==> config.mk <==
export PLATFORM = sky130hd
export DESIGN_NAME = ahb_ram_ctrl
export DESIGN_NICKNAME = d
export VERILOG_FILES = /design/src/source/ahb_pkg.sv /design/src/source/mem_pkg.sv /design/src/source/ahb_ram_ctrl.sv
export VERILOG_INCLUDE_DIRS = /design/src /design/src/source
export SDC_FILE = /design/constraint.sdc
export NUM_CORES = 1
export LEC_CHECK = 0
export ABC_AREA = 1
export BUFFER_PORTS_ARGS = -buffer_cell sky130_fd_sc_hd__buf_2
export CAP_MARGIN = 5
export CORE_ASPECT_RATIO = 0.5
export CORE_MARGIN = 2
export CORE_UTILIZATION = 43
export DETAILED_ROUTE_END_ITERATION = 6
export GPL_TIMING_DRIVEN = 0
export PLACE_DENSITY_LB_ADDON = 0.15
export SYNTH_ARGS = -nofsm -noshare
export SYNTH_HDL_FRONTEND = slang
export SYNTH_SLANG_ARGS = --single-unit
==> constraint.sdc <==
create_clock -name HCLK -period 1.6 [get_ports HCLK]
set_input_delay 0.08 -clock HCLK [delete_from_list [all_inputs] [get_ports HCLK]]
set_output_delay 0.08 -clock HCLK [all_outputs]
set_load 0.1 [all_outputs]
==> src/source/ahb_ram_settings.svh <==
`ifndef AHB_RAM_SETTINGS_SVH
`define AHB_RAM_SETTINGS_SVH

// Number of word-address bits of the RAM.
// Ten bits give 1024 words, which is 4 KiB of storage.
`define AHB_RAM_WORD_ADDR_BITS 10

// AHB-Lite transfer types carried on HTRANS.
`define HTRANS_IDLE   2'b00
`define HTRANS_BUSY   2'b01
`define HTRANS_NONSEQ 2'b10
`define HTRANS_SEQ    2'b11

// AHB-Lite transfer sizes carried on HSIZE.
// Only byte, halfword and word transfers reach the memory.
// Larger codes produce an empty byte mask.
`define HSIZE_1 3'b000
`define HSIZE_2 3'b001
`define HSIZE_4 3'b010

`endif

==> src/source/ahb_pkg.sv <==
package ahb_pkg;

    // Byte address as driven by the manager on HADDR.
    typedef logic [31:0] haddr_t;

    // One bus data word on HWDATA or HRDATA.
    // Byte 0 sits in bits 7:0 and belongs to the lowest address.
    typedef logic [31:0] hdata_t;

    // Transfer type.
    // The codes are the HTRANS macros of the settings header.
    typedef logic [1:0] htrans_t;

    // Transfer size.
    // The value is the log2 of the number of bytes moved.
    typedef logic [2:0] hsize_t;

endpackage

==> src/source/mem_pkg.sv <==
`include "ahb_ram_settings.svh"

package mem_pkg;

    // Index of one 32-bit word inside the RAM.
    // It is taken from HADDR bits 2 upward.
    typedef logic [`AHB_RAM_WORD_ADDR_BITS-1:0] word_addr_t;

    // One enable per byte lane, bit 0 for the lowest address byte.
    typedef logic [3:0] byte_mask_t;

    // The data held by one byte lane.
    typedef logic [7:0] lane_byte_t;

    // Everything the lanes need for one clock cycle.
    // The read fields act in the address phase of a read.
    // The write fields act in the data phase of a write, together with HWDATA.
    typedef struct packed {
        logic       read_en;
        word_addr_t read_addr;
        logic       write_en;
        word_addr_t write_addr;
        byte_mask_t write_mask;
    } lane_cmd_t;

endpackage

==> src/source/ahb_ram_ctrl.sv <==
`timescale 1ns/1ps
`include "ahb_ram_settings.svh"

module ahb_ram_ctrl import ahb_pkg::*, mem_pkg::*; (
    input  logic      HCLK,
    input  logic      HRESETn,
    input  logic      HSEL,
    input  haddr_t    HADDR,
    input  htrans_t   HTRANS,
    input  logic      HWRITE,
    input  hsize_t    HSIZE,
    output logic      HREADY,
    output lane_cmd_t lane_cmd
);

    // ACCESS is normal zero-wait operation.
    // REREAD is the single stall cycle after a read-after-write collision.
    typedef enum logic [0:0] {
        ACCESS,
        REREAD
    } ctrl_state_e;

    ctrl_state_e state_q;
    ctrl_state_e state_d;

    logic       trans_valid;
    logic       accept;
    logic       read_req;
    logic       write_req;
    word_addr_t req_word;
    byte_mask_t req_mask;
    logic       hazard;

    logic       write_en_q;
    byte_mask_t write_mask_q;
    word_addr_t write_addr_q;
    word_addr_t reread_addr_q;

    // BUSY and IDLE carry no transfer.
    assign trans_valid = HSEL && (HTRANS == `HTRANS_NONSEQ || HTRANS == `HTRANS_SEQ);
    assign accept      = trans_valid && HREADY;
    assign read_req    = accept && !HWRITE;
    assign write_req   = accept && HWRITE;

    assign req_word = HADDR[`AHB_RAM_WORD_ADDR_BITS+1:2];

    // Byte lanes touched by the transfer.
    // Transfers are assumed aligned to their size, as AHB requires.
    always_comb begin
        case (HSIZE)
            `HSIZE_1: req_mask = byte_mask_t'(4'b0001 << HADDR[1:0]);
            `HSIZE_2: req_mask = HADDR[1] ? 4'b1100 : 4'b0011;
            `HSIZE_4: req_mask = 4'b1111;
            default:  req_mask = 4'b0000;
        endcase
    end

    // A read in the data phase of a write to the same word would see the old bytes,
    // so the read is held back and issued again one cycle later.
    assign hazard = read_req && write_en_q && (req_word == write_addr_q);

    always_comb begin
        state_d = state_q;
        case (state_q)
            ACCESS: begin
                if (hazard) begin
                    state_d = REREAD;
                end
            end
            REREAD: begin
                state_d = ACCESS;
            end
            default: begin
                state_d = ACCESS;
            end
        endcase
    end

    assign HREADY = (state_q == ACCESS);

    always_ff @(posedge HCLK) begin
        if (!HRESETn) begin
            state_q      <= ACCESS;
            write_en_q   <= 1'b0;
            write_mask_q <= '0;
        end else begin
            state_q      <= state_d;
            write_en_q   <= write_req;
            write_mask_q <= write_req ? req_mask : '0;
        end
    end

    // Write address waits for HWDATA in the data phase.
    always_ff @(posedge HCLK) begin
        if (write_req) begin
            write_addr_q <= req_word;
        end
        if (hazard) begin
            reread_addr_q <= req_word;
        end
    end

    always_comb begin
        lane_cmd.write_en   = write_en_q;
        lane_cmd.write_addr = write_addr_q;
        lane_cmd.write_mask = write_mask_q;
        if (state_q == REREAD) begin
            lane_cmd.read_en   = 1'b1;
            lane_cmd.read_addr = reread_addr_q;
        end else begin
            lane_cmd.read_en   = read_req && !hazard;
            lane_cmd.read_addr = req_word;
        end
    end

    // A collision costs exactly one wait state.
    single_stall_a: assert property (
        @(posedge HCLK) disable iff (!HRESETn)
        !HREADY |=> HREADY
    ) else $error("HREADY low for more than one cycle");

    mask_idle_a: assert property (
        @(posedge HCLK) disable iff (!HRESETn)
        !lane_cmd.write_en |-> lane_cmd.write_mask == '0
    ) else $error("write_mask set without write_en");

    // During the stall only the held read may reach the lanes.
    reread_held_a: assert property (
        @(posedge HCLK) disable iff (!HRESETn)
        hazard |=> !accept && lane_cmd.read_en && lane_cmd.read_addr == $past(req_word)
    ) else $error("REREAD cycle did not repeat the stalled read");

endmodule

Word-level counts from Yosys, hierarchy flattened
Index checks and enable logic that the tools add are counted.
{"block": "totals", "latch_bits": 0, "memories": 0, "register_bits": 26, "ram_bits": 0, "word_cells": 29, "rom_bits": 0}
{"block": "classes", "n_eq_ne": 5, "order_cmp": 0, "n_bitwise": 1, "muxes": 5, "n_shift": 1, "mul": 0, "n_reduce_logical": 12, "addsub": 0, "n_div": 0}
{"op": "$pmux 4 s3", "count": 1}
{"op": "$mux 11", "count": 1}
{"op": "$eq 10x10->1", "count": 1}
{"op": "$logic_and 1x1->1", "count": 7}
{"op": "$eq 2x2->1 const B", "count": 2}
{"op": "$mux 4", "count": 1}
{"op": "$shl 1x2->4 const A", "count": 1}
{"op": "$eq 3x1->1 const B", "count": 1}
{"op": "$eq 3x2->1 const B", "count": 1}
{"op": "$logic_not 3->1", "count": 1}
{"op": "$logic_not 1->1", "count": 2}
{"op": "$pmux 1 s2", "count": 1}
{"op": "$reduce_and 2->1", "count": 1}
{"op": "$logic_or 1x1->1", "count": 1}
{"op": "$mux 1", "count": 1}
{"op": "$not 1->1", "count": 1}

Logic depth before layout (Yosys ltp)
Gate-level depths: netlist (run 1).
{"block": "logic_depth", "ltp_word": 10, "mapped_depth": 8, "depth_no_buf": 8}

Worst setup path after synthesis (run 1)
OpenSTA, ideal clock, no wires.
{"block": "synth_path", "kind": "reg2out", "startpoint": "register write_addr_q[7]", "endpoint": "output lane_cmd[25] (netlist bit)", "stages_incl_launch_ff": 7, "path_slack_ns": -1.253, "required_time_ns": 1.520, "arrival_ns": 2.773, "cell_sequence": "edfxtp_1 > inv_1 > nand2_1 > nand2_1 > nand3_1 > nor2_2 > a21oi_1"}
{"element": "start, declared", "line": "ahb_ram_ctrl.sv:36", "source": "word_addr_t write_addr_q;"}
{"element": "start signal, assigned", "line": "ahb_ram_ctrl.sv:96", "source": "write_addr_q <= req_word;"}
{"element": "end, declared", "line": "ahb_ram_ctrl.sv:13", "source": "output lane_cmd_t lane_cmd"}

==> summary.md, run 1 <==
| Metric | Value |
|---|---|
| Outcome | `completed` |
| Vias in the first global route | `854` |
| Post-DP HPWL | `1803 µm` |
| Synthesis-to-layout area growth | `37.08%` |
| Pwr Density | `848.9 nW/µm²` |
| Final Wtd Congestion | `0.7469` |
| Top delay family on crit path | `buffers and inverters` |
| Total power | `1425 µW` |
| Buf/Inv on CP | `3` |
| Post-synth top cells | `nand2_1, inv_1, edfxtp_1` |
| Tot GR Track Use | `between 10 and 15%` |
| Post-Synthesis Cells | `140` |
| Reg2Reg Setup Slack | `130 ps` |
| Die H | `41.74 µm` |
| Core Region | `2651 µm²` |
| Logic pwr share | `~22%` |
| Most frequent cell after synthesis | `nand2_1` |
| Avg Inst Size Synth | `8.749 µm²` |
| Place WS | `10.53 ps` |
| Post-synth cell types | `16` |
| Drt first pass iters | `4` |
| Hold path start | `HADDR[6]` |
| Post-synthesis async set-or-reset flop share | `0%` |
| Seq/Total Area, Yosys | `58.84%` |
| Ant diodes | `0` |
| Setup WS post-layout | `59.55 ps` |
| Max Slew Vio Count | `0` |
| Post-synth EDFFs | `20` |
| Die area | `3318 µm²` |
| Reg2Reg Depth | `7` |
| 1st-iter DRT viols | `37` |
| # clock sinks | `26` |
| # Post-CTS Setup Buffers | `0` |
| Max cap viols | `0` |
| Top-level I/O count | `68` |
| Later-pin clock latency in the skew report | `roughly 270 ps` |
| Wire per inst | `10.44 µm` |
| Leading register cell type out of synthesis | `edfxtp_1` |
| FF-to-FF Start | `write_addr_q[8]$_DFFE_PP_` |
| Normalized max-slew margin | `between 60 and 70%` |
| Reg clk slew, reported paths | `80 ps` |
| Root buf cell | `clkbuf_8` |
| Clock power frac | `25.7%` |
| Synthesized area | `1225 µm²` |
| Yosys warning count | `0` |
| Row cnt | `13` |
| Vias per cell | `4.502` |
| RSZ-0062 raised after global routing | `yes` |
| Critical R2R Capture | `reread_addr_q[6]$_DFFE_PP_` |
| Grt total ovfl | `0` |
| Critical path class | `register to output port` |
| # hold bufs at CTS | `0` |
| Critical path, cell by cell | `buf_4 -> buf_4 -> nand2_1 -> o21ai_2 -> buf_6` |
| Net switching power | `434.1 µW` |
| Syn Nets | `181` |
| Cell at the slowest stage of the critical path | `dfxtp_1` |
| Longest Clk Path Bufs | `2` |
| DRT antenna net count | `0` |
| Initial Util | `46.20%` |
| WP data required | `around 1500 ps` |
| Hold Crit Class | `input pin to register` |
| DRC viols | `0` |
| Total Routed Length | `2370 µm` |
| Clk_skew | `4.625 ps` |
| Final Hold Viols | `0` |
| CP arrival | `1460 ps` |
| TritonCTS buffer count | `3` |
| Worst Hold Depth | `1` |
| CP endpoint kind | `output port` |
| Reg power frac | `51.9%` |
| TritonCTS clock tree | `yes` |
| CP most frequent cell | `buf_4` |
| Minimum clock period | `1540 ps` |
| Max incr delay on CP | `370 ps` |
| Final Util | `between 60% and 70%` |
| Worst VDD drop | `460.6 µV` |
| Initial antenna violation count | `0` |
| Switching Fraction | `between 30% and 40%` |
| Die span in x | `79.48 µm` |
| Nets | `232` |
| Layout cells sized above 1 | `a little under two fifths` |
| Int Pwr | `991.3 µW` |
| # setup viols final | `0` |
| #FFs+latches synth | `26` |
| Period utilization | `96.28%` |
| Max frequency | `0.6492 GHz` |
| WHS Endpoint | `write_addr_q[4]$_DFFE_PP_` |
| Vias | `1022` |
| Yosys top cell area share | `roughly 49%` |
| Kind of start point of the critical path | `register` |
| Port Buffer Count | `46` |
| Largest net degree at the start of global routing | `15` |
| Slew @ Worst Pin | `around 570 ps` |
| H-tree depth | `1` |
| Leading area contributor after synthesis | `edfxtp_1` |
| Worst-path maximum fanout | `10` |
| Top post-synthesis cells by area | `edfxtp_1, nand2_1, dfxtp_1` |
| Leak | `0.0007955 µW` |
| First-pass GRT wire length | `3746 µm` |
layout by cell type, fill, tap and decap left out, types with 3 or more instances in the layout:
cell / instances
o21ai_2: 8
clkbuf_8: 3
nand3_1: 4
dfxtp_1: 6
nor2_1: 12
nand2_1: 44
a21oi_1: 5
inv_2: 3
buf_4: 3
edfxtp_1: 20
buf_2: 35
inv_1: 24
buf_6: 9
power by group through the flow:
stage	logic (µW)	registers, µW	clock network [µW]
4_1_cts	316	740	377
5_1_grt	337	741	406
2_1_floorplan	176	810	0
3_5_place_dp	296	756	0
3_3_place_gp	293	755	0
6_report	319	740	367
worst max-delay path by stage:
stage | startpoint | endpoint | cells past startpoint
after global routing | state_q$_SDFF_PP0_ | lane_cmd[18] | 5
after floorplan | write_addr_q[1]$_DFFE_PP_ | reread_addr_q[0]$_DFFE_PP_ | 8
after global placement | state_q$_SDFF_PP0_ | write_addr_q[3]$_DFFE_PP_ | 3
final | state_q$_SDFF_PP0_ | lane_cmd[23] | 5
after detailed placement | state_q$_SDFF_PP0_ | lane_cmd[23] | 5
after CTS | state_q$_SDFF_PP0_ | lane_cmd[23] | 5
logic make-up (layout without fill, tap and decap cells):
logic type | Yosys count | count (layout) | synth area share, %
DFF | 26 | 26 | 58.84
and+or+nand+nor | 65 | 65 | 22.88
xor gates and xnor gates | 1 | 1 | 0.7151
AOI/OAI and AO/OA | 17 | 17 | 7.559
buffers and inverters | 31 | 81 | 10.01
stage by stage:
step           setup TNS (ps)  cells  area (µm²)  hold WS [ps]
6_report                    0    227        1679         24.00
3_3_place_gp           -162.1    223        1543         298.5
2_1_floorplan           -5486    140        1266         178.9
3_5_place_dp                0    223        1543         305.1
5_1_grt                -288.0    227        1679         18.24
4_1_cts                     0    227        1655         20.01
registers in the layout, summed over array words and instances, names as in the netlist:
register,flops
reread_addr_q,10
state_q,1
write_addr_q,10
write_en_q,1
write_mask_q,4
layout make-up:
class | count | area, µm²
Buffer | 3 | 22.52
Clock buffer | 4 | 45.04
Fill cell | 239 | 972.2
Inverter | 28 | 107.6
Multi-Input combinational cell | 83 | 430.4
Sequential cell | 26 | 720.7
Tap cell | 37 | 46.29
Timing Repair Buffer | 46 | 306.5
repair_timing:
action | in CTS | in global routing
endpoints found under the setup margin | 11 | 31
gates cloned | 0 | 0
gates resized for setup | 22 | 8
pin swaps | 0 | 0
worst register-to-register path, delay by kind of cell, from the launching register on:
kind,cells,cell delay (ps)
flops,1,420
simple gates,5,550
buf+inv,2,220
layer usage:
layer  share of wire [%]  wire length, µm  global-route usage, %
met4                0.42               10                  3.103
met3                 7.7              182                  3.913
met5                   0                0                      0
met2                  47             1119                  24.37
met1                  45             1057                  18.72
(Power assumes the default switching activity.)
==> run 2: changes to the inputs <==
Settings changed: MAX_ROUTING_LAYER set to met4, REMOVE_ABC_BUFFERS set to 1.
==> summary.md, run 2 (same netlist as run 1, synthesis figures left out) <==
| Metric | Value |
|---|---|
| Port Buffer Count | `46 (unchanged)` |
| Final Util | `60.12% (-3.2 points)` |
| Kind of start point of the critical path | `register` |
| Root buf cell | `clkbuf_8` |
| Synthesis-to-layout area growth | `30.13%` |
| Leak | `0.0007538 µW (-5.2%)` |
| Final Hold Viols | `0 (unchanged)` |
| Die span in x | `79.48 µm (unchanged)` |
| Grt total ovfl | `0 (unchanged)` |
| TritonCTS clock tree | `yes` |
| Max Slew Vio Count | `0 (unchanged)` |
| # setup viols final | `0 (unchanged)` |
| H-tree depth | `1 (unchanged)` |
| RSZ-0062 raised after global routing | `yes` |
| 1st-iter DRT viols | `37 (unchanged)` |
| Cell at the slowest stage of the critical path | `dfxtp_4` |
| Max frequency | `0.6455 GHz (-0.57%)` |
| Vias per cell | `4.484 (-0.39%)` |
| Vias in the first global route | `859 (+0.59%)` |
| Int Pwr | `1014 µW (+2.3%)` |
| Top delay family on crit path | `buffers and inverters` |
| Worst VDD drop | `457.8 µV (-0.61%)` |
| Most frequent cells in the layout | `nand2_1, buf_2, inv_1` |
| Total Routed Length | `2428 µm (+2.4%)` |
| Hold Crit Class | `input pin to register` |
| Max incr delay on CP | `440 ps (+70 ps)` |
| Wire per inst | `10.79 µm (+3.4%)` |
| Normalized max-slew margin | `60.08% (-1.8 points)` |
| Critical path class | `register to output port` |
| Initial antenna violation count | `0 (unchanged)` |
| Worst-path maximum fanout | `11 (+1)` |
| Max cap viols | `0 (unchanged)` |
| Largest net degree at the start of global routing | `21 (+6)` |
| Tot GR Track Use | `14.58% (+0.14 points)` |
| Reg clk slew, reported paths | `80 ps (about the same)` |
| CP endpoint kind | `output port` |
| Switching Fraction | `29.94% (-0.51 points)` |
| Drt first pass iters | `4 (unchanged)` |
| DRT antenna net count | `0 (unchanged)` |
| Initial Util | `46.20% (unchanged)` |
| Core Region | `2651 µm² (unchanged)` |
| Largest registers | `reread_addr_q (10), write_addr_q (10), write_mask_q (4)` |
| First-pass GRT wire length | `3615 µm (-3.5%)` |
| DRC viols | `0 (unchanged)` |
| Die area | `3318 µm² (unchanged)` |
| WP data required | `1520 ps (about the same)` |
| Buf/Inv on CP | `2 (-1)` |
| TritonCTS buffer count | `3 (unchanged)` |
| Outcome | `completed` |
| Clock power frac | `28.5% (+2.8 points)` |
| Pwr Density | `908.4 nW/µm² (+7.0%)` |
| Reg power frac | `51.0% (-0.9 points)` |
| Longest Clk Path Bufs | `2 (unchanged)` |
| Period utilization | `96.83% (+0.55 points)` |
| # clock sinks | `26 (unchanged)` |
| Minimum clock period | `1549 ps (+8.841 ps)` |
| Slew @ Worst Pin | `598.2 ps (+27.10 ps)` |
| Total power | `1448 µW (+1.6%)` |
| CP most frequent cell | `nand2_1` |
| Row cnt | `13 (unchanged)` |
| CP arrival | `1470 ps (about the same)` |
| Top-level I/O count | `68 (unchanged)` |
| Layout cells sized above 1 | `34.57% (-2.8 points)` |
| Post-DP HPWL | `1800 µm (-0.18%)` |
| Clk_skew | `2.808 ps (-1.816 ps)` |
| Vias | `1009 (-1.3%)` |
| Logic pwr share | `20.5% (-1.9 points)` |
| Later-pin clock latency in the skew report | `270 ps (about the same)` |
| Net switching power | `433.6 µW (-0.13%)` |
| Ant diodes | `0 (unchanged)` |
| Die H | `41.74 µm (unchanged)` |
| Commonest non-fill, non-tap cell in the layout | `nand2_1` |
| Nets | `230 (-0.86%)` |
| Final Wtd Congestion | `0.7954 (+6.5%)` |
| Critical path, cell by cell | `clkbuf_4 -> nand2_1 -> nand2_1 -> buf_2` |
| # hold bufs at CTS | `0 (unchanged)` |
==> run 2: changes by cell type in the layout (fill, tap and decap cells not counted), moves of 2 or more <==
cell      before  now
buf_4          3    1
o21ai_0        2   10
buf_6          9    1
buf_2         35   37
o21ai_2        8    0
clkbuf_4       0    8
buf_8          2    0
==> run 2: per-layer routing <==
metal  routed length (µm)  track usage [%]  vias to the layer above
li1                     -                -                      533
met1                 1124            17.53                      443
met2                 1153            25.38                       29
met3                  128            2.609                        4
met4                   21            4.138                        0
met5                    0                -                        -
==> run 2: final timing paths <==
kind | start | to | slack [ps] | cells after the start
worst min register to register | write_en_q$_SDFF_PN0_ | state_q$_SDFF_PP0_ | 700 | 6
worst max-delay path | state_q$_SDFF_PP0_ | lane_cmd[16] | 50 | 4
worst max register to register | write_addr_q[9]$_DFFE_PP_ | reread_addr_q[9]$_DFFE_PP_ | 120 | 5
worst min-delay path | HADDR[2] | reread_addr_q[0]$_DFFE_PP_ | 30 | 1
==> run 2: layout make-up <==
cell class | count | area (µm²)
Inverter | 28 | 108.9
Clock buffer | 4 | 55.05
Fill cell | 253 | 1057
Multi-Input combinational cell | 83 | 395.4
Sequential cell | 26 | 724.4
Tap cell | 37 | 46.29
Timing Repair Buffer | 47 | 264.0
==> run 2: timing repair <==
action	in CTS	in global routing
gates resized for setup	5	13
setup endpoints to repair	31	1
cloned	0	0
pin swaps	0	1
setup buffers	0	1
==> run 2: worst reg2reg max path, cell delays in order (launching register included) <==
cell and delay, ps:
edfxtp_1 430, xnor2_1 190, nand3_2 100, nor2_2 170, nand2_2 90, clkinvlp_4 210
==> run 2: power groups by stage <==
stage | Sequential [µW] | Clock [µW] | Combinational [µW]
2_1_floorplan | 815 | 0 | 163
3_3_place_gp | 756 | 0 | 286
3_5_place_dp | 756 | 0 | 289
4_1_cts | 739 | 423 | 291
5_1_grt | 740 | 442 | 314
6_report | 739 | 412 | 297
==> run 2: metrics by stage <==
stage | hold slack, ps | TNS (ps) | cells | setup WS [ps] | instance area [µm²]
after floorplan | 178.9 | -17360 | 137 | -1254 | 1207
after global placement | 299.0 | -5260 | 220 | -327.4 | 1484
after detailed placement | 305.8 | -5093 | 220 | -303.7 | 1484
after CTS | 23.23 | 0 | 224 | 0.3102 | 1551
after global routing | 24.64 | -43.73 | 225 | -8.432 | 1594
final | 27.22 | 0 | 225 | 50.71 | 1594
==> run 3: changes to the inputs <==
==> constraint.sdc (replaced) <==
create_clock -name HCLK -period 1.6 [get_ports HCLK]
set_input_delay 0.08 -clock HCLK [delete_from_list [all_inputs] [get_ports HCLK]]
set_output_delay 0.08 -clock HCLK [all_outputs]
set_load 0.02 [all_outputs]
==> summary.md, run 3 (same netlist as run 1, synthesis figures left out) <==
| Metric | Value |
|---|---|
| Outcome | `completed` |
| Minimum clock period | `1483 ps (-66.53 ps)` |
| Critical path class | `register to register` |
| 1st-iter DRT viols | `52 (+41%)` |
| Normalized max-slew margin | `60.95% (+0.87 points)` |
| Vias | `985 (-2.4%)` |
| Initial antenna violation count | `0 (unchanged)` |
| Die span in x | `79.48 µm (unchanged)` |
| Top-level I/O count | `68 (unchanged)` |
| Period utilization | `92.67% (-4.2 points)` |
| TritonCTS clock tree | `yes` |
| Pwr Density | `841.5 nW/µm² (-7.4%)` |
| Max frequency | `0.6744 GHz (+4.5%)` |
| Wire per inst | `10.26 µm (-4.9%)` |
| DRC viols | `0 (unchanged)` |
| Leak | `0.0007410 µW (-1.7%)` |
| Final Hold Viols | `0 (unchanged)` |
| Critical R2R Capture | `reread_addr_q[6]$_DFFE_PP_` |
| TritonCTS buffer count | `3 (unchanged)` |
| # Post-CTS Setup Buffers | `0 (unchanged)` |
| Critical Path Source | `state_q$_SDFF_PP0_` |
| Tot GR Track Use | `14.57% (about the same)` |
| Max Slew Vio Count | `0 (unchanged)` |
| Grt total ovfl | `0 (unchanged)` |
| H-tree depth | `1 (unchanged)` |
| # clock sinks | `26 (unchanged)` |
| Commonest non-fill, non-tap cell in the layout | `buf_2` |
| Clk_skew | `1.408 ps (-1.400 ps)` |
| Die H | `41.74 µm (unchanged)` |
| Longest Clk Path Bufs | `2 (unchanged)` |
| Core Region | `2651 µm² (unchanged)` |
| Worst setup path endpoint | `reread_addr_q[6]$_DFFE_PP_` |
| Drt first pass iters | `4 (unchanged)` |
| Most frequent cells in the layout | `buf_2, nand2_1, inv_1` |
| Hold path start | `HADDR[4]` |
| Nets | `229 (-0.43%)` |
| CP arrival | `1450 ps (-20 ps)` |
| Post-DP HPWL | `1800 µm (unchanged)` |
| Initial Util | `46.20% (unchanged)` |
| Layout cells sized above 1 | `32.62% (-2.0 points)` |
| Largest net degree at the start of global routing | `21 (unchanged)` |
| Synthesis-to-layout area growth | `26.46%` |
| Later-pin clock latency in the skew report | `260 ps (about the same)` |
| Total Routed Length | `2299 µm (-5.3%)` |
| Slew @ Worst Pin | `585.2 ps (-13.00 ps)` |
| Reg2Reg Setup Slack | `120 ps (about the same)` |
| CP endpoint kind | `register` |
| RSZ-0062 raised after global routing | `no` |
| Worst-path maximum fanout | `20 (+9)` |
| First-pass GRT wire length | `3615 µm (unchanged)` |
| Reg2Reg Depth | `7 (+2)` |
| # setup viols final | `0 (unchanged)` |
| FF-to-FF Start | `state_q$_SDFF_PP0_` |
| Kind of start point of the critical path | `register` |
| DRT antenna net count | `0 (unchanged)` |
| Final Wtd Congestion | `0.7954 (unchanged)` |
| WP data required | `1560 ps (+40 ps)` |
| Ant diodes | `0 (unchanged)` |
| Port Buffer Count | `46 (unchanged)` |
| Root buf cell | `clkbuf_8` |
| Row cnt | `13 (unchanged)` |
| Largest registers | `reread_addr_q (10), write_addr_q (10), write_mask_q (4)` |
| Total power | `1304 µW (-10%)` |
| Cell Count, Final, Fillers Out | `224 (-0.44%)` |
| Hold Crit Class | `input pin to register` |
| Dpl cells | `220 (unchanged)` |
| Worst VDD drop | `446.1 µV (-2.6%)` |
| Reg clk slew, reported paths | `80 ps (about the same)` |
| Die area | `3318 µm² (unchanged)` |
| Max cap viols | `0 (unchanged)` |
| Vias per cell | `4.397 (-1.9%)` |
| Vias in the first global route | `859 (unchanged)` |
[run 3: changes by cell type in the layout (fill, tap and decap cells not counted), sizes merged]
cell / before / now
buf: 39 / 46
clkbuf: 12 / 4
[run 3: routing by layer]
layer  vias to the layer above  global-route usage [%]  wire length, µm
met5                         -                       -                0
met1                       420                   17.51             1073
met4                         0                   4.138               21
met3                         4                   2.609              119
li1                        534                       -                -
met2                        27                   25.38             1084
[run 3: area by class of cell]
type / instances / area [µm²]
flip-flops and latches: 26 / 724.4
clock buffers: 4 / 55.05
repair buffers: 46 / 230.2
multi-input cells: 83 / 384.1
well taps: 37 / 46.29
inverters: 28 / 108.9
fillers: 264 / 1102
[run 3: through the flow]
stage                     area (µm²)  setup WS, ps  TNS (ps)  util (%)  hold slack, ps
final                           1549         117.2         0     58.42           28.36
after CTS                       1546         1.658         0     58.33           23.19
after global placement          1484        -327.4     -5091     55.97           299.0
after floorplan                 1207         19.72         0         -           178.9
after detailed placement        1484        -303.7     -4940     55.97           305.8
after global routing            1549         2.208         0     58.42           24.64
[run 3: worst min-delay path by stage]
| stage | to | slack [ps] | cells past startpoint |
|---|---|---|---|
| after detailed placement | reread_addr_q[0]$_DFFE_PP_ | 310 | 1 |
| after global placement | write_addr_q[7]$_DFFE_PP_ | 300 | 1 |
| final | write_addr_q[2]$_DFFE_PP_ | 30 | 1 |
| after CTS | reread_addr_q[6]$_DFFE_PP_ | 20 | 1 |
| after floorplan | reread_addr_q[0]$_DFFE_PP_ | 180 | 0 |
| after global routing | reread_addr_q[0]$_DFFE_PP_ | 20 | 1 |
[run 3: repair_timing]
action                                  4_1_cts  5_1_grt
hold endpoints to repair                      0        0
gates resized for setup                       3        1
endpoints found under the setup margin       21       21
hold buffers                                  0        0
cloned                                        0        0
[run 3: power breakdown]
part / total (µW) / internal, µW / switching, µW
clock network: 412 / 220 / 192
logic: 153 / 54.6 / 98.1
registers: 739 / 734 / 5.13
total: 1300 / 1010 / 296
[run 3: critical path, cell delays in order, from the launching register on]
cell,delay (ps)
dfxtp_4,420
inv_2,110
nand3_4,100
inv_2,70
nand2_1,50
nor2_2,110
nand2_1,110
clkinvlp_4,220
